--- src/idc_pkg.sv ---
`default_nettype none

package idc_pkg;

    //////////////////////////////////////////////////
    // Field and datapath widths
    //////////////////////////////////////////////////
    typedef logic [31:0] instr_t;
    typedef logic [5:0]  opcode_t;
    typedef logic [5:0]  funct_t;
    typedef logic [4:0]  reg_idx_t;
    typedef logic [5:0]  alu_op_t;
    // 00 word, 01 signed byte, 10 signed half
    typedef logic [1:0]  sem_ctrl_t;

    // Primary opcodes
    localparam opcode_t OP_RTYPE = 6'b000000;
    localparam opcode_t OP_J     = 6'b000010;
    localparam opcode_t OP_JAL   = 6'b000011;
    localparam opcode_t OP_BEQ   = 6'b000100;
    localparam opcode_t OP_BNE   = 6'b000101;
    localparam opcode_t OP_ADDI  = 6'b001000;
    localparam opcode_t OP_LB    = 6'b100000;
    localparam opcode_t OP_LH    = 6'b100001;
    localparam opcode_t OP_LW    = 6'b100011;
    localparam opcode_t OP_SW    = 6'b101011;

    // R-type function codes
    localparam funct_t FN_SLL = 6'b000000;
    localparam funct_t FN_JR  = 6'b001000;
    localparam funct_t FN_ADD = 6'b100000;
    localparam funct_t FN_SUB = 6'b100010;
    localparam funct_t FN_AND = 6'b100100;
    localparam funct_t FN_OR  = 6'b100101;
    localparam funct_t FN_SLT = 6'b101010;
    localparam funct_t FN_SAD = 6'b111000;

    // Operation codes seen by the EX stage ALU
    localparam alu_op_t ALU_OP_NOP  = 6'b000000;
    localparam alu_op_t ALU_OP_ADD  = 6'b000001;
    localparam alu_op_t ALU_OP_SUB  = 6'b000010;
    localparam alu_op_t ALU_OP_AND  = 6'b000011;
    localparam alu_op_t ALU_OP_OR   = 6'b000100;
    localparam alu_op_t ALU_OP_SLT  = 6'b000101;
    localparam alu_op_t ALU_OP_SLL  = 6'b000110;
    localparam alu_op_t ALU_OP_SAD  = 6'b000111;
    localparam alu_op_t ALU_OP_LINK = 6'b001110;

endpackage

`default_nettype wire

--- src/control_decoder.sv ---
`timescale 1ns/1ps
`default_nettype none

module control_decoder (
    input  idc_pkg::opcode_t   opcode,
    input  idc_pkg::funct_t    funct,
    output logic               alu_src,
    output logic               reg_dst,
    output logic               reg_write,
    output logic               mem_read,
    output logic               mem_write,
    output logic               mem_to_reg,
    output logic               alu_sft,
    output logic               zero_src,
    output logic               branch,
    output logic               jal_src,
    output logic               jzero_src,
    output logic               jr_src,
    output logic               sad_op,
    output idc_pkg::alu_op_t   alu_op,
    output idc_pkg::sem_ctrl_t sem_ctrl
);

    import idc_pkg::*;

    always_comb begin
        // Start from the bubble set where unknown codes stay
        alu_src    = 1'b0;
        reg_dst    = 1'b0;
        reg_write  = 1'b0;
        mem_read   = 1'b0;
        mem_write  = 1'b0;
        mem_to_reg = 1'b0;
        alu_sft    = 1'b0;
        zero_src   = 1'b0;
        branch     = 1'b0;
        jal_src    = 1'b1;
        jzero_src  = 1'b0;
        jr_src     = 1'b0;
        sad_op     = 1'b0;
        alu_op     = ALU_OP_NOP;
        sem_ctrl   = 2'b00;

        case (opcode)
            OP_RTYPE: begin
                case (funct)
                    FN_ADD, FN_SUB, FN_AND, FN_OR, FN_SLT: begin
                        reg_dst   = 1'b1;
                        reg_write = 1'b1;
                        case (funct)
                            FN_ADD:  alu_op = ALU_OP_ADD;
                            FN_SUB:  alu_op = ALU_OP_SUB;
                            FN_AND:  alu_op = ALU_OP_AND;
                            FN_OR:   alu_op = ALU_OP_OR;
                            default: alu_op = ALU_OP_SLT;
                        endcase
                    end
                    FN_SLL: begin
                        reg_dst   = 1'b1;
                        reg_write = 1'b1;
                        alu_sft   = 1'b1;
                        alu_op    = ALU_OP_SLL;
                    end
                    FN_SAD: begin
                        reg_dst   = 1'b1;
                        reg_write = 1'b1;
                        sad_op    = 1'b1;
                        alu_op    = ALU_OP_SAD;
                    end
                    FN_JR: jr_src = 1'b1;
                    default: ;
                endcase
            end
            OP_ADDI: begin
                alu_src   = 1'b1;
                reg_write = 1'b1;
                alu_op    = ALU_OP_ADD;
            end
            // Loads differ only in width and sign
            OP_LW, OP_LB, OP_LH: begin
                alu_src    = 1'b1;
                mem_read   = 1'b1;
                mem_to_reg = 1'b1;
                reg_write  = 1'b1;
                alu_op     = ALU_OP_ADD;
                if (opcode == OP_LB)
                    sem_ctrl = 2'b01;
                else if (opcode == OP_LH)
                    sem_ctrl = 2'b10;
            end
            OP_SW: begin
                alu_src   = 1'b1;
                mem_write = 1'b1;
                alu_op    = ALU_OP_ADD;
            end
            OP_BEQ, OP_BNE: begin
                branch   = 1'b1;
                zero_src = (opcode == OP_BNE);
                alu_op   = ALU_OP_SUB;
            end
            OP_J: jzero_src = 1'b1;
            OP_JAL: begin
                jzero_src = 1'b1;
                reg_write = 1'b1;
                jal_src   = 1'b0;
                alu_op    = ALU_OP_LINK;
            end
            default: ;
        endcase
    end

endmodule

`default_nettype wire

--- src/hazard_detector.sv ---
`timescale 1ns/1ps
`default_nettype none

module hazard_detector (
    input  idc_pkg::reg_idx_t id_rs,
    input  idc_pkg::reg_idx_t id_rt,
    input  idc_pkg::reg_idx_t ex_rt,
    input  logic              ex_mem_read,
    output logic              hazard
);

    //////////////////////////////////////////////////
    // Load-use check against the instruction in EX
    //////////////////////////////////////////////////

    logic ex_dest_live;
    logic rs_match;
    logic rt_match;

    // A load into hardwired r0 never blocks
    assign ex_dest_live = ex_mem_read && (ex_rt != 5'd0);

    assign rs_match = (id_rs == ex_rt);
    assign rt_match = (id_rt == ex_rt);

    // Either source operand waits on the load result
    assign hazard = ex_dest_live && (rs_match || rt_match);

endmodule

`default_nettype wire

--- src/control_bubble_mux.sv ---
`timescale 1ns/1ps
`default_nettype none

module control_bubble_mux (
    input  logic               hazard,
    input  logic               branch_flush,
    input  logic               id_alu_src,
    input  logic               id_reg_dst,
    input  logic               id_reg_write,
    input  logic               id_mem_read,
    input  logic               id_mem_write,
    input  logic               id_mem_to_reg,
    input  logic               id_alu_sft,
    input  logic               id_zero_src,
    input  logic               id_branch,
    input  logic               id_jal_src,
    input  logic               id_jzero_src,
    input  logic               id_jr_src,
    input  logic               id_sad_op,
    input  idc_pkg::alu_op_t   id_alu_op,
    input  idc_pkg::sem_ctrl_t id_sem_ctrl,
    output logic               bub_alu_src,
    output logic               bub_reg_dst,
    output logic               bub_reg_write,
    output logic               bub_mem_read,
    output logic               bub_mem_write,
    output logic               bub_mem_to_reg,
    output logic               bub_alu_sft,
    output logic               bub_zero_src,
    output logic               bub_branch,
    output logic               bub_jal_src,
    output logic               bub_jzero_src,
    output logic               bub_jr_src,
    output logic               bub_sad_op,
    output idc_pkg::alu_op_t   bub_alu_op,
    output idc_pkg::sem_ctrl_t bub_sem_ctrl
);

    import idc_pkg::*;

    logic squash;

    // Jump-and-link is never squashed
    assign squash = (hazard || branch_flush) && (id_alu_op != ALU_OP_LINK);

    // Bubble is all zero except jal_src
    assign bub_alu_src    = squash ? 1'b0 : id_alu_src;
    assign bub_reg_dst    = squash ? 1'b0 : id_reg_dst;
    assign bub_reg_write  = squash ? 1'b0 : id_reg_write;
    assign bub_mem_read   = squash ? 1'b0 : id_mem_read;
    assign bub_mem_write  = squash ? 1'b0 : id_mem_write;
    assign bub_mem_to_reg = squash ? 1'b0 : id_mem_to_reg;
    assign bub_alu_sft    = squash ? 1'b0 : id_alu_sft;
    assign bub_zero_src   = squash ? 1'b0 : id_zero_src;
    assign bub_branch     = squash ? 1'b0 : id_branch;
    assign bub_jal_src    = squash ? 1'b1 : id_jal_src;
    assign bub_jzero_src  = squash ? 1'b0 : id_jzero_src;
    assign bub_jr_src     = squash ? 1'b0 : id_jr_src;
    assign bub_sad_op     = squash ? 1'b0 : id_sad_op;
    assign bub_alu_op     = squash ? ALU_OP_NOP : id_alu_op;
    assign bub_sem_ctrl   = squash ? 2'b00 : id_sem_ctrl;

endmodule

`default_nettype wire

--- src/id_ex_control_reg.sv ---
`timescale 1ns/1ps
`default_nettype none

module id_ex_control_reg (
    input  logic               clk,
    input  logic               rst,
    input  logic               bub_alu_src,
    input  logic               bub_reg_dst,
    input  logic               bub_reg_write,
    input  logic               bub_mem_read,
    input  logic               bub_mem_write,
    input  logic               bub_mem_to_reg,
    input  logic               bub_alu_sft,
    input  logic               bub_zero_src,
    input  logic               bub_branch,
    input  logic               bub_jal_src,
    input  logic               bub_jzero_src,
    input  logic               bub_jr_src,
    input  logic               bub_sad_op,
    input  idc_pkg::alu_op_t   bub_alu_op,
    input  idc_pkg::sem_ctrl_t bub_sem_ctrl,
    input  idc_pkg::reg_idx_t  id_rt,
    input  idc_pkg::reg_idx_t  id_rd,
    output logic               ex_alu_src,
    output logic               ex_reg_dst,
    output logic               ex_reg_write,
    output logic               ex_mem_read,
    output logic               ex_mem_write,
    output logic               ex_mem_to_reg,
    output logic               ex_alu_sft,
    output logic               ex_zero_src,
    output logic               ex_branch,
    output logic               ex_jal_src,
    output logic               ex_jzero_src,
    output logic               ex_jr_src,
    output logic               ex_sad_op,
    output idc_pkg::alu_op_t   ex_alu_op,
    output idc_pkg::sem_ctrl_t ex_sem_ctrl,
    output idc_pkg::reg_idx_t  ex_rt,
    output idc_pkg::reg_idx_t  ex_rd
);

    import idc_pkg::*;

    //////////////////////////////////////////////////
    // ID/EX stage register
    //////////////////////////////////////////////////

    always_ff @(posedge clk) begin
        if (rst) begin
            // Reset value equals the bubble
            {ex_alu_src, ex_reg_dst, ex_reg_write}      <= 3'b000;
            {ex_mem_read, ex_mem_write, ex_mem_to_reg}  <= 3'b000;
            {ex_alu_sft, ex_zero_src, ex_branch}        <= 3'b000;
            ex_jal_src                                  <= 1'b1;
            {ex_jzero_src, ex_jr_src, ex_sad_op}        <= 3'b000;
            ex_alu_op                                   <= ALU_OP_NOP;
            ex_sem_ctrl                                 <= 2'b00;
            ex_rt                                       <= 5'd0;
            ex_rd                                       <= 5'd0;
        end else begin
            {ex_alu_src, ex_reg_dst, ex_reg_write}     <= {bub_alu_src, bub_reg_dst, bub_reg_write};
            {ex_mem_read, ex_mem_write, ex_mem_to_reg} <=
                {bub_mem_read, bub_mem_write, bub_mem_to_reg};
            {ex_alu_sft, ex_zero_src, ex_branch}       <= {bub_alu_sft, bub_zero_src, bub_branch};
            ex_jal_src                                 <= bub_jal_src;
            {ex_jzero_src, ex_jr_src, ex_sad_op}       <= {bub_jzero_src, bub_jr_src, bub_sad_op};
            ex_alu_op                                  <= bub_alu_op;
            ex_sem_ctrl                                <= bub_sem_ctrl;
            // indices follow the instruction even through a bubble
            ex_rt                                      <= id_rt;
            ex_rd                                      <= id_rd;
        end
    end

endmodule

`default_nettype wire

--- src/decode_control_top.sv ---
`timescale 1ns/1ps
`default_nettype none

module decode_control_top (
    input  logic               clk,
    input  logic               rst,
    input  idc_pkg::instr_t    instr,
    input  logic               branch_taken,
    output logic               stall,
    output logic               ex_alu_src,
    output logic               ex_reg_dst,
    output logic               ex_reg_write,
    output logic               ex_mem_read,
    output logic               ex_mem_write,
    output logic               ex_mem_to_reg,
    output logic               ex_alu_sft,
    output logic               ex_zero_src,
    output logic               ex_branch,
    output logic               ex_jal_src,
    output logic               ex_jzero_src,
    output logic               ex_jr_src,
    output logic               ex_sad_op,
    output idc_pkg::alu_op_t   ex_alu_op,
    output idc_pkg::sem_ctrl_t ex_sem_ctrl,
    output idc_pkg::reg_idx_t  ex_rt,
    output idc_pkg::reg_idx_t  ex_rd
);

    import idc_pkg::*;

    //////////////////////////////////////////////////
    // Instruction fields
    //////////////////////////////////////////////////

    opcode_t  opcode;
    funct_t   funct;
    reg_idx_t id_rs;
    reg_idx_t id_rt;
    reg_idx_t id_rd;

    assign opcode = instr[31:26];
    assign id_rs  = instr[25:21];
    assign id_rt  = instr[20:16];
    assign id_rd  = instr[15:11];
    assign funct  = instr[5:0];

    // Raw decoder outputs
    logic      dec_alu_src, dec_reg_dst, dec_reg_write, dec_mem_read, dec_mem_write;
    logic      dec_mem_to_reg, dec_alu_sft, dec_zero_src, dec_branch, dec_jal_src;
    logic      dec_jzero_src, dec_jr_src, dec_sad_op;
    alu_op_t   dec_alu_op;
    sem_ctrl_t dec_sem_ctrl;

    // After the bubble mux
    logic      bub_alu_src, bub_reg_dst, bub_reg_write, bub_mem_read, bub_mem_write;
    logic      bub_mem_to_reg, bub_alu_sft, bub_zero_src, bub_branch, bub_jal_src;
    logic      bub_jzero_src, bub_jr_src, bub_sad_op;
    alu_op_t   bub_alu_op;
    sem_ctrl_t bub_sem_ctrl;

    logic hazard;

    // Load-use stall holds the instruction upstream
    assign stall = hazard;

    control_decoder control_decoder_i (
        .opcode     (opcode),
        .funct      (funct),
        .alu_src    (dec_alu_src),
        .reg_dst    (dec_reg_dst),
        .reg_write  (dec_reg_write),
        .mem_read   (dec_mem_read),
        .mem_write  (dec_mem_write),
        .mem_to_reg (dec_mem_to_reg),
        .alu_sft    (dec_alu_sft),
        .zero_src   (dec_zero_src),
        .branch     (dec_branch),
        .jal_src    (dec_jal_src),
        .jzero_src  (dec_jzero_src),
        .jr_src     (dec_jr_src),
        .sad_op     (dec_sad_op),
        .alu_op     (dec_alu_op),
        .sem_ctrl   (dec_sem_ctrl)
    );

    hazard_detector hazard_detector_i (
        .id_rs       (id_rs),
        .id_rt       (id_rt),
        .ex_rt       (ex_rt),
        .ex_mem_read (ex_mem_read),
        .hazard      (hazard)
    );

    control_bubble_mux control_bubble_mux_i (
        .hazard         (hazard),
        .branch_flush   (branch_taken),
        .id_alu_src     (dec_alu_src),
        .id_reg_dst     (dec_reg_dst),
        .id_reg_write   (dec_reg_write),
        .id_mem_read    (dec_mem_read),
        .id_mem_write   (dec_mem_write),
        .id_mem_to_reg  (dec_mem_to_reg),
        .id_alu_sft     (dec_alu_sft),
        .id_zero_src    (dec_zero_src),
        .id_branch      (dec_branch),
        .id_jal_src     (dec_jal_src),
        .id_jzero_src   (dec_jzero_src),
        .id_jr_src      (dec_jr_src),
        .id_sad_op      (dec_sad_op),
        .id_alu_op      (dec_alu_op),
        .id_sem_ctrl    (dec_sem_ctrl),
        .bub_alu_src    (bub_alu_src),
        .bub_reg_dst    (bub_reg_dst),
        .bub_reg_write  (bub_reg_write),
        .bub_mem_read   (bub_mem_read),
        .bub_mem_write  (bub_mem_write),
        .bub_mem_to_reg (bub_mem_to_reg),
        .bub_alu_sft    (bub_alu_sft),
        .bub_zero_src   (bub_zero_src),
        .bub_branch     (bub_branch),
        .bub_jal_src    (bub_jal_src),
        .bub_jzero_src  (bub_jzero_src),
        .bub_jr_src     (bub_jr_src),
        .bub_sad_op     (bub_sad_op),
        .bub_alu_op     (bub_alu_op),
        .bub_sem_ctrl   (bub_sem_ctrl)
    );

    id_ex_control_reg id_ex_control_reg_i (
        .clk            (clk),
        .rst            (rst),
        .bub_alu_src    (bub_alu_src),
        .bub_reg_dst    (bub_reg_dst),
        .bub_reg_write  (bub_reg_write),
        .bub_mem_read   (bub_mem_read),
        .bub_mem_write  (bub_mem_write),
        .bub_mem_to_reg (bub_mem_to_reg),
        .bub_alu_sft    (bub_alu_sft),
        .bub_zero_src   (bub_zero_src),
        .bub_branch     (bub_branch),
        .bub_jal_src    (bub_jal_src),
        .bub_jzero_src  (bub_jzero_src),
        .bub_jr_src     (bub_jr_src),
        .bub_sad_op     (bub_sad_op),
        .bub_alu_op     (bub_alu_op),
        .bub_sem_ctrl   (bub_sem_ctrl),
        .id_rt          (id_rt),
        .id_rd          (id_rd),
        .ex_alu_src     (ex_alu_src),
        .ex_reg_dst     (ex_reg_dst),
        .ex_reg_write   (ex_reg_write),
        .ex_mem_read    (ex_mem_read),
        .ex_mem_write   (ex_mem_write),
        .ex_mem_to_reg  (ex_mem_to_reg),
        .ex_alu_sft     (ex_alu_sft),
        .ex_zero_src    (ex_zero_src),
        .ex_branch      (ex_branch),
        .ex_jal_src     (ex_jal_src),
        .ex_jzero_src   (ex_jzero_src),
        .ex_jr_src      (ex_jr_src),
        .ex_sad_op      (ex_sad_op),
        .ex_alu_op      (ex_alu_op),
        .ex_sem_ctrl    (ex_sem_ctrl),
        .ex_rt          (ex_rt),
        .ex_rd          (ex_rd)
    );

endmodule

`default_nettype wire

--- config.mk ---
export PLATFORM = sky130hd
export DESIGN_NAME = decode_control_top
export DESIGN_NICKNAME = d
export VERILOG_FILES = /design/src/idc_pkg.sv /design/src/control_decoder.sv /design/src/hazard_detector.sv /design/src/control_bubble_mux.sv /design/src/id_ex_control_reg.sv /design/src/decode_control_top.sv
export SDC_FILE = /design/constraint.sdc
export NUM_CORES = 1
export LEC_CHECK = 0
export ABC_CLOCK_PERIOD_IN_PS = 1900
export BUFFER_PORTS_ARGS = -buffer_cell sky130_fd_sc_hd__buf_2
export CAP_MARGIN = 20
export CORE_ASPECT_RATIO = 1.2
export CORE_MARGIN = 10
export CORE_UTILIZATION = 43
export CTS_CLUSTER_SIZE = 24
export DETAILED_ROUTE_END_ITERATION = 12
export GPL_TIMING_DRIVEN = 1
export PLACE_DENSITY = 0.79
export SLEW_MARGIN = 15
export SYNTH_ARGS = -nofsm -noshare
export SYNTH_HDL_FRONTEND = slang
export SYNTH_SLANG_ARGS = --single-unit
--- constraint.sdc ---
create_clock -name clk -period 1.9 [get_ports clk]
set_input_delay 0.19 -clock clk [delete_from_list [all_inputs] [get_ports clk]]
set_output_delay 0.19 -clock clk [all_outputs]
set_load 0.03 [all_outputs]
==> results of run 1 <==
## final cells by class
type	count	area, um^2	area share
flip-flops and latches	28	560.5	0.3444
multi-input cells	100	651.9	0.4005
clock inverters	1	30.03	0.01845
inverters	2	7.507	0.004612
repair buffers	61	312.8	0.1922
well taps	34	42.54	0.02613
clock buffers	3	22.52	0.01384
## cell usage after synthesis (all sizes together), types with 2 or more instances
cell / number / area share
a211oi: 2 / 0.012
a21o: 2 / 0.012
a21oi: 3 / 0.012
buf: 4 / 0.022
clkbuf: 3 / 0.0091
dfxtp: 28 / 0.45
inv: 2 / 0.0061
nand2: 4 / 0.012
nand2b: 3 / 0.015
nand3: 5 / 0.024
nand3b: 2 / 0.012
nor2: 14 / 0.043
nor2b: 11 / 0.056
nor3: 12 / 0.049
nor4: 5 / 0.030
o21ai: 4 / 0.016
or2: 2 / 0.010
or2b: 2 / 0.012
xor2: 10 / 0.071
## routing by layer
metal | up-vias | share of wire
li1 | 589 | -
met1 | 537 | 0.37
met2 | 48 | 0.49
met3 | 2 | 0.13
met4 | 0 | 0.0088
met5 | - | 0
## worst max-delay path, cell delays in order (launching register included)
cell	delay [ns]
dfxtp_1	0.37
or4_1	0.55
o21ai_2	0.16
nor2_2	0.06
buf_4	0.18
## how the worst min path moves through the flow
stage	startpoint	end
floorplan	instr[31]	id_ex_control_reg_i.ex_jzero_src
global placement	instr[13]	id_ex_control_reg_i.ex_rd[2]
detailed placement	instr[12]	id_ex_control_reg_i.ex_rd[1]
CTS	instr[12]	id_ex_control_reg_i.ex_rd[1]
global route	instr[15]	id_ex_control_reg_i.ex_rd[4]
finish	instr[12]	id_ex_control_reg_i.ex_rd[1]
## stage by stage
step | power, mW | cells | utilization | cell area [um^2]
after floorplan | 0.7316 | 137 | - | 1236
after global placement | 0.7961 | 224 | 0.5592 | 1543
after detailed placement | 0.8010 | 224 | 0.5592 | 1543
after CTS | 1.178 | 229 | 0.5841 | 1612
after global routing | 1.224 | 229 | 0.5900 | 1628
final | 1.177 | 229 | 0.5900 | 1628
## cell families (layout without fill, tap and decap cells)
family / count (synthesis) / in the layout
AO/OA/AOI/OAI: 21 / 21
XOR/XNOR: 10 / 10
buffers and inverters: 9 / 67
flip-flops: 28 / 28
other: 1 / 2
AND/OR/NAND/NOR: 67 / 67
## power by group through the flow
| stage | Clock [mW] | Combinational [mW] | Sequential [mW] |
|---|---|---|---|
| global placement | 0 | 0.174 | 0.622 |
| detailed placement | 0 | 0.178 | 0.623 |
| CTS | 0.388 | 0.180 | 0.610 |
| global route | 0.410 | 0.202 | 0.612 |
| finish | 0.381 | 0.185 | 0.610 |
| floorplan | 0 | 0.0824 | 0.649 |
## timing repair
item / 4_1_cts / 5_1_grt
pin swaps: 1 / 0
resized for setup: 4 / 3
buffers inserted: 1 / 0
setup endpoints to repair: 1 / 2
## cells in the final DEF, fill, tap and decap left out, types with 2 or more instances in the layout
cell type  instances
or2_2              2
buf_4              3
xor2_1            10
or2b_1             2
conb_1             2
a21oi_1            3
dfxtp_1           28
inv_1              2
nand3_1            4
nor4_1             4
nor2b_1           11
buf_2             58
nand2b_1           3
nor3_1            11
a21o_1             2
clkbuf_4           3
nand2_1            4
nand3b_1           2
a211oi_1           2
nor2_1            13
o21ai_0            2
==> metrics, run 1 <==
outcome completed; met1 GRT Util 0.1250; Post-Syn Area per Cell a little over 9 um^2; post-synthesis sequential area ratio 0.4548; GRT Overall Usage 0.1090; post-synthesis mux area share 0; GR Util met2 0.1896; Max clock buf depth 2; TNS Setup 0 ns; number of global-route vias before repair roughly 1100; initial DRC count 55; pin count of the biggest net entering global routing 17; hold path depth 2; CTS tree built; Clock Power Share 0.324; FF+latch count, synth 28; DIE WIDTH 68.87 um; number of I/O pins between 60 and 70; critical path class flip-flop to output pin; Hold Slack ~0.071 ns; Hold Path Class input pin to flip-flop; HPWL Detailed 2669 um; post-route clock period utilization 0.9557; Final WS setup roughly 0.084 ns; TritonRoute pass-1 iters 4; Vias roughly 1200; Critical Path RT about 1.7 ns; largest family of logic cells by synthesized area simple AND/OR/NAND/NOR gates; RSZ-0062 raised after global routing false; Worst-Skew Late Latency around 0.33 ns; max_cap viols 0; DRT Wirelength 3285 um; count of cell types in the netlist between 40 and 50; GRT overflow 0; FILL cells between 200 and 250; r2r setup slk approximately 0.16 ns; drt via density roughly 5; # port buffers around 60; # nets final about 230; Vert. Die Dim 78.65 um; XOR/XNOR share of the synthesized area 0.07107; Clock Root Buffer clkbuf_4; Synth Instances roughly 140; sequential share of power 0.519; clock skew 0.01599 ns; critical path peak fanout 4; placer's final routability congestion estimate about 0.9; Most Used Layer, Global Route met2; Worst Setup SP id_ex_control_reg_i.ex_rt[1]; DRC Markers 0; initial antenna violation count 0; average wire per standard cell around 14 um; Max VDD drop between 0.3 and 0.4 mV; Clock Sinks 28; biggest regs id_ex_control_reg_i.ex_rd: 5 flops, id_ex_control_reg_i.ex_rt: 5 flops, id_ex_control_reg_i.ex_alu_op: 4 flops; crit path time final roughly 1.8 ns; die area ~5400 um^2; compound-cell area share of the yosys netlist 0.1218; EDFF count, synth 0; H-tree Lvls 1; Switching Share 0.2474; row count 21; antenna violation net count after detailed routing 0; internal power slightly below 0.9 mW; Post-Synth Adder-Cell Area 0; GR met3 Demand/Resource 0.02415; Logic pwr share 0.157; Post-synth ARST share 0; Clock transition at path regs approximately 0.15 ns; ys flop type dfxtp_1; Final Hold Viols 0; Worst R2R End id_ex_control_reg_i.ex_jzero_src; initial core utilization 0.4467; first-pass GRT wire length ~4900 um; DP Worst Slack roughly 0.084 ns; FF-to-FF Start id_ex_control_reg_i.ex_rt[1]; layout cells sized above 1 0.3897; startpoint types flip-flop; core area 2759 um^2; Pwr Density 722.9 nW/um^2; Antenna Cells 0; pins over their slew limit 0; cts-stage hold buffer count 0; crit end category output pin; Psw around 0.29 mW; Post-Syn Area between 1000 and 1500 um^2; Setup crit end stall; Worst Path Arrival 1.63 ns; number of buffers created by CTS 3; Synth warnings 0; Fmax roughly 550 MHz; P_leak 0.7618 nW; post-synthesis simple-gate area fraction 0.3117; # setup viols final 0; Area Overhead vs Synth 32.08%; FF-to-FF path depth 5
No activity file was read; power rests on OpenSTA's default activity.
==> run 2, diff against run 1 <==
- CELL_PAD_IN_SITES_DETAIL_PLACEMENT: unset -> 0
- CELL_PAD_IN_SITES_GLOBAL_PLACEMENT: unset -> 2
- CORE_UTILIZATION: 43 -> 24
- PLACE_DENSITY: 0.79 -> 0.8
==> metrics, run 2 (synthesis gave the netlist of run 1 again) <==
biggest regs id_ex_control_reg_i.ex_rd: 5 flops, id_ex_control_reg_i.ex_rt: 5 flops, id_ex_control_reg_i.ex_alu_op: 4 flops (unchanged); Final Hold Viols 0 (unchanged); Max clock buf depth 2 (unchanged); initial DRC count 42 (was 55); initial antenna violation count 0 (unchanged); Crit path top cell by count buf_4; first-pass GRT wire length 5747 um (was 4850 um); Worst-Skew Late Latency 0.26 ns (was 0.33 ns); H-tree Lvls 1 (unchanged); Area Overhead vs Synth 37.26% (was 32.08%); Fmax 563.0 MHz (was 550.7 MHz); DIE WIDTH 85.42 um (was 68.87 um); Vert. Die Dim 98.50 um (was 78.65 um); CP bufs+invs 2 (was 1); row count 28 (was 21); GRT overflow 0 (unchanged); DRC Markers 0 (unchanged); number of buffers created by CTS 3 (unchanged); # port buffers 59 (unchanged); Slowest cell on crit path dfxtp_1 (was or4_1); met3 wire length 361 um (was 427 um); Worst Path Arrival 1.59 ns (was 1.63 ns); Final WS setup 0.1238 ns (was 0.08417 ns); Max VDD drop 0.2444 mV (was 0.3327 mV); # setup viols final 0 (unchanged); top layer in use met4 (unchanged); cts-stage hold buffer count 0 (unchanged); metal2 WL 1584 um (was 1599 um); Critical Path RT 1.71 ns (about the same); Hold Crit Start instr[12] (unchanged); TritonRoute pass-1 iters 4 (unchanged); die area 8413 um^2 (was 5416 um^2); core area 4940 um^2 (was 2759 um^2); pins over their slew limit 0 (unchanged); DRT Wirelength 3564 um (was 3285 um); pin count of the biggest net entering global routing 15 (was 17); most frequent cells in the layout 58 x buf_2, 28 x dfxtp_1, 13 x nor2_1 (unchanged); initial core utilization 0.2495 (was 0.4467); placer's final routability congestion estimate 0.8125 (was 0.9006); r2r setup slk 0.20 ns (was 0.16 ns); critical path peak fanout 4 (unchanged); antenna violation net count after detailed routing 0 (unchanged); P_leak 0.7820 nW (was 0.7618 nW); post-route clock period utilization 0.9349 (was 0.9557); # nets final 236 (was 231); Clock transition at path regs 0.08 ns (was 0.15 ns); average wire per standard cell 13.76 um (was 14.34 um); crit-path leading delay family simple AND/OR/NAND/NOR gates (unchanged); Clock Root Buffer clkbuf_8 (was clkbuf_4); TNS Setup 0 ns (unchanged); Pwr Density 651.5 nW/um^2 (was 722.9 nW/um^2); CTS tree built (unchanged); DP Worst Slack 0.1071 ns (was 0.08419 ns); layout cells sized above 1 0.4070 (was 0.3897); startpoint types flip-flop (unchanged); crit path time final 1.776 ns (was 1.816 ns); clock skew 0.003403 ns (was 0.01599 ns); FILL cells 536 (was 243); RSZ-0062 raised after global routing true (was false); Vias 1182 (was 1176); GRT Overall Usage 0.08157 (was 0.1090); drt via density 4.564 (was 5.135); HPWL Detailed 2984 um (was 2669 um); number of I/O pins 67 (unchanged); Antenna Cells 0 (unchanged); sequence of cells on the critical path buf_4, xor2_1, nor3_2, a22oi_2, nor2_2, buf_4 (was or4_1, o21ai_2, nor2_2, buf_4); max_cap viols 0 (unchanged); M1 WL 1577 um (was 1228 um); Clock Sinks 28 (unchanged); outcome completed (unchanged); Worst Setup SP id_ex_control_reg_i.ex_rt[3] (was id_ex_control_reg_i.ex_rt[1]); Hold Path Class input pin to flip-flop (unchanged); FF-to-FF Start id_ex_control_reg_i.ex_rt[1] (unchanged); Crit path largest cell delay 0.31 ns (was 0.55 ns); most common cell after layout, fill and taps aside buf_2 (unchanged); crit end category output pin (unchanged); number of global-route vias before repair 1191 (was 1081); critical path class flip-flop to output pin (unchanged)
## run 2: changes by cell type in the layout (fill, tap and decap cells not counted)
cell	change
buf_4	+5
clkbuf_4	-3
clkbuf_8	+3
bufinv_16	-1
nor3_1	-1
nor3_2	+1
## run 2: final cells by class
| type | count | area [um^2] | share of cell area |
|---|---|---|---|
| clock buffer | 3 | 41.29 | 0.02441 |
| inverter | 2 | 7.507 | 0.004438 |
| multi-input combinational | 100 | 656.9 | 0.3883 |
| sequential | 28 | 560.5 | 0.3314 |
| tap | 60 | 75.07 | 0.04438 |
| timing repair buffer | 66 | 350.3 | 0.2071 |
## run 2: worst paths after layout
path	cells past startpoint	to
max	6	stall
min	2	id_ex_control_reg_i.ex_rd[1]
max reg2reg	5	id_ex_control_reg_i.ex_jzero_src
min reg2reg	4	id_ex_control_reg_i.ex_alu_op[2]
## run 2: where the power goes
part           leakage (nW)  internal [mW]  switching (mW)  total (mW)
logic                 0.532         0.0773           0.119       0.196
clock network        0.0216          0.142           0.158       0.300
registers             0.228          0.600         0.00629       0.606
total                 0.782          0.819           0.283        1.10
## run 2: per-layer routing
metal	vias up	GRT usage
met3	4	0.03460
met1	519	0.09637
met4	0	0.03299
met5	-	0
met2	59	0.1264
li1	600	-
## run 2: through the flow
stage / cells / util / hold WS (ns) / instance area, um^2 / power (mW)
floorplan: 137 / - / 0.2656 / 1236 / 0.7316
detailed placement: 254 / 0.3250 / 0.4072 / 1605 / 0.8102
finish: 259 / 0.3425 / 0.1326 / 1692 / 1.102
CTS: 257 / 0.3343 / 0.1252 / 1652 / 1.115
global placement: 254 / 0.3250 / 0.4009 / 1605 / 0.8107
global route: 259 / 0.3425 / 0.1480 / 1692 / 1.163
## run 2: what timing repair did
item,4_1_cts,5_1_grt
gates resized for setup,2,6
setup buffers,0,2
cloned,0,0
pin swaps,0,2
endpoints found under the setup margin,1,4
==> run 3, diff against run 2 <==
- RECOVER_POWER: unset -> 100
==> metrics, run 3 (synthesis gave the netlist of run 1 again) <==
Crit path largest cell delay 0.31 ns (about the same); Clock transition at path regs 0.08 ns (about the same); Area Overhead vs Synth 33.71% (was 37.26%); most frequent cells in the layout 30 x clkbuf_1, 28 x dfxtp_1, 28 x buf_2 (was 58 x buf_2, 28 x dfxtp_1, 13 x nor2_1); Cells after DPL 254 (unchanged); # nets final 236 (unchanged); # setup viols final 0 (unchanged); crit-path leading delay family simple AND/OR/NAND/NOR gates (unchanged); pin count of the biggest net entering global routing 15 (unchanged); sequence of cells on the critical path buf_4, xor2_1, nor3_2, a22oi_2, nor2_2, buf_4 (unchanged); Slew headroom 0.6393; average wire per standard cell 13.98 um (was 13.76 um); Max VDD drop 0.2441 mV (was 0.2444 mV); number of I/O pins 67 (unchanged); met1 GRT Util 0.09637 (unchanged); Fmax 563.5 MHz (was 563.0 MHz); Clock Sinks 28 (unchanged); H-tree Lvls 1 (unchanged); startpoint types flip-flop (unchanged); die area 8413 um^2 (unchanged); Slowest cell on crit path dfxtp_1 (unchanged); cts-stage hold buffer count 0 (unchanged); HPWL Detailed 2984 um (unchanged); Vias 1181 (was 1182); CTS tree built (unchanged); GR Util met2 0.1264 (unchanged); placed cell areas 1605 um^2 (unchanged); crit end category output pin (unchanged); Slew @ Worst Pin 0.5411 ns; critical path class flip-flop to output pin (unchanged); Setup crit end stall (unchanged); Most Used Layer, Global Route met2 (unchanged); initial DRC count 35 (was 42); layout cells sized above 1 0.2513 (was 0.4070); number of buffers created by CTS 3 (unchanged); Clock Root Buffer clkbuf_8 (unchanged); Hold Path Class input pin to flip-flop (unchanged); CP bufs+invs 2 (unchanged); GRT overflow 0 (unchanged); number of global-route vias before repair 1191 (unchanged); DRC Markers 0 (unchanged); P_leak 0.6631 nW (was 0.7820 nW); final core occ 0.3336 (was 0.3425); Max clock buf depth 2 (unchanged); most common cell after layout, fill and taps aside clkbuf_1 (was buf_2); TNS Setup 0 ns (unchanged); pins over their slew limit 0 (unchanged); Worst path depth 6 (unchanged); TritonRoute pass-1 iters 4 (unchanged); Pwr Density 666.6 nW/um^2 (was 651.5 nW/um^2); row count 28 (unchanged); Worst-Skew Late Latency 0.26 ns (about the same); Layout Cells excl Fill 259 (unchanged); Hold Slack 0.1311 ns (was 0.1326 ns); first-pass GRT wire length 5747 um (unchanged); placer's final routability congestion estimate 0.8125 (unchanged); FF-to-FF Start id_ex_control_reg_i.ex_rt[1] (unchanged); post-route cell area 1648 um^2 (was 1692 um^2); Vert. Die Dim 98.50 um (unchanged); Crit path top cell by count buf_4 (unchanged); Worst Setup SP id_ex_control_reg_i.ex_rt[3] (unchanged); RSZ-0062 raised after global routing true (unchanged); GR met3 Demand/Resource 0.03460 (unchanged); DRT Wirelength 3621 um (was 3564 um); critical path peak fanout 4 (unchanged); Final Hold Viols 0 (unchanged); outcome completed (unchanged); FF-to-FF path depth 5 (unchanged); DIE WIDTH 85.42 um (unchanged); # port buffers 59 (unchanged); antenna violation net count after detailed routing 0 (unchanged); crit path time final 1.775 ns (was 1.776 ns); Worst Path Arrival 1.58 ns (was 1.59 ns); Antenna Cells 0 (unchanged); core area 4940 um^2 (unchanged); clock skew 0.003804 ns (was 0.003403 ns); r2r setup slk 0.19 ns (was 0.20 ns); initial antenna violation count 0 (unchanged); initial core utilization 0.2495 (unchanged); biggest regs id_ex_control_reg_i.ex_rd: 5 flops, id_ex_control_reg_i.ex_rt: 5 flops, id_ex_control_reg_i.ex_alu_op: 4 flops (unchanged); GRT Overall Usage 0.08157 (unchanged); Critical Path RT 1.71 ns (about the same); Worst R2R End id_ex_control_reg_i.ex_jzero_src (unchanged); drt via density 4.560 (was 4.564); post-route clock period utilization 0.9341 (was 0.9349); max_cap viols 0 (unchanged)
## run 3: repair_timing
action	4_1_cts	5_1_grt
pin swaps	0	2
buffers inserted	0	2
gates resized for setup	2	6
setup endpoints to repair	1	4
## run 3: through the flow
step                worst slack [ns]  total power [mW]
finish                        0.1253             1.098
global route                -0.02976             1.158
CTS                         0.008575             1.115
detailed placement            0.1071            0.8102
global placement              0.1432            0.8107
floorplan                    0.09870            0.7316
## run 3: cell type report
class / instances / area, um^2
Sequential cell: 28 / 560.5
Tap cell: 60 / 75.07
Clock buffer: 3 / 41.29
Inverter: 2 / 7.507
Fill cell: 549 / 3292
Timing Repair Buffer: 66 / 312.8
Multi-Input combinational cell: 100 / 650.6
## run 3: worst min path at each step
stage                         start                          endpoint  slack, ns  cells past startpoint
after CTS                 instr[15]      id_ex_control_reg_i.ex_rd[4]       0.13                      2
after detailed placement  instr[12]      id_ex_control_reg_i.ex_rd[1]       0.41                      2
after global placement    instr[11]      id_ex_control_reg_i.ex_rd[0]       0.40                      2
after floorplan           instr[31]  id_ex_control_reg_i.ex_jzero_src       0.27                      1
final                     instr[15]      id_ex_control_reg_i.ex_rd[4]       0.13                      2
after global routing      instr[15]      id_ex_control_reg_i.ex_rd[4]       0.15                      2
## run 3: routing by layer
| layer | vias to the layer above | wire length [um] |
|---|---|---|
| met5 | - | 0 |
| met4 | 0 | 39 |
| met3 | 4 | 348 |
| met2 | 56 | 1577 |
| met1 | 520 | 1656 |
| li1 | 601 | - |
## run 3: where the power goes
part / internal [mW] / leakage, nW / switching, mW / total, mW
clock network: 0.142 / 0.0216 / 0.159 / 0.301
logic: 0.0729 / 0.413 / 0.118 / 0.191
registers: 0.600 / 0.228 / 0.00673 / 0.606
total: 0.814 / 0.663 / 0.284 / 1.10
## run 3: worst register-to-register path, delay by kind of cell, from the launching register on
| kind | cells | cell delay (ns) |
|---|---|---|
| and+or+nand+nor | 3 | 0.99 |
| AOI/OAI and AO/OA | 2 | 0.33 |
| DFF | 1 | 0.31 |
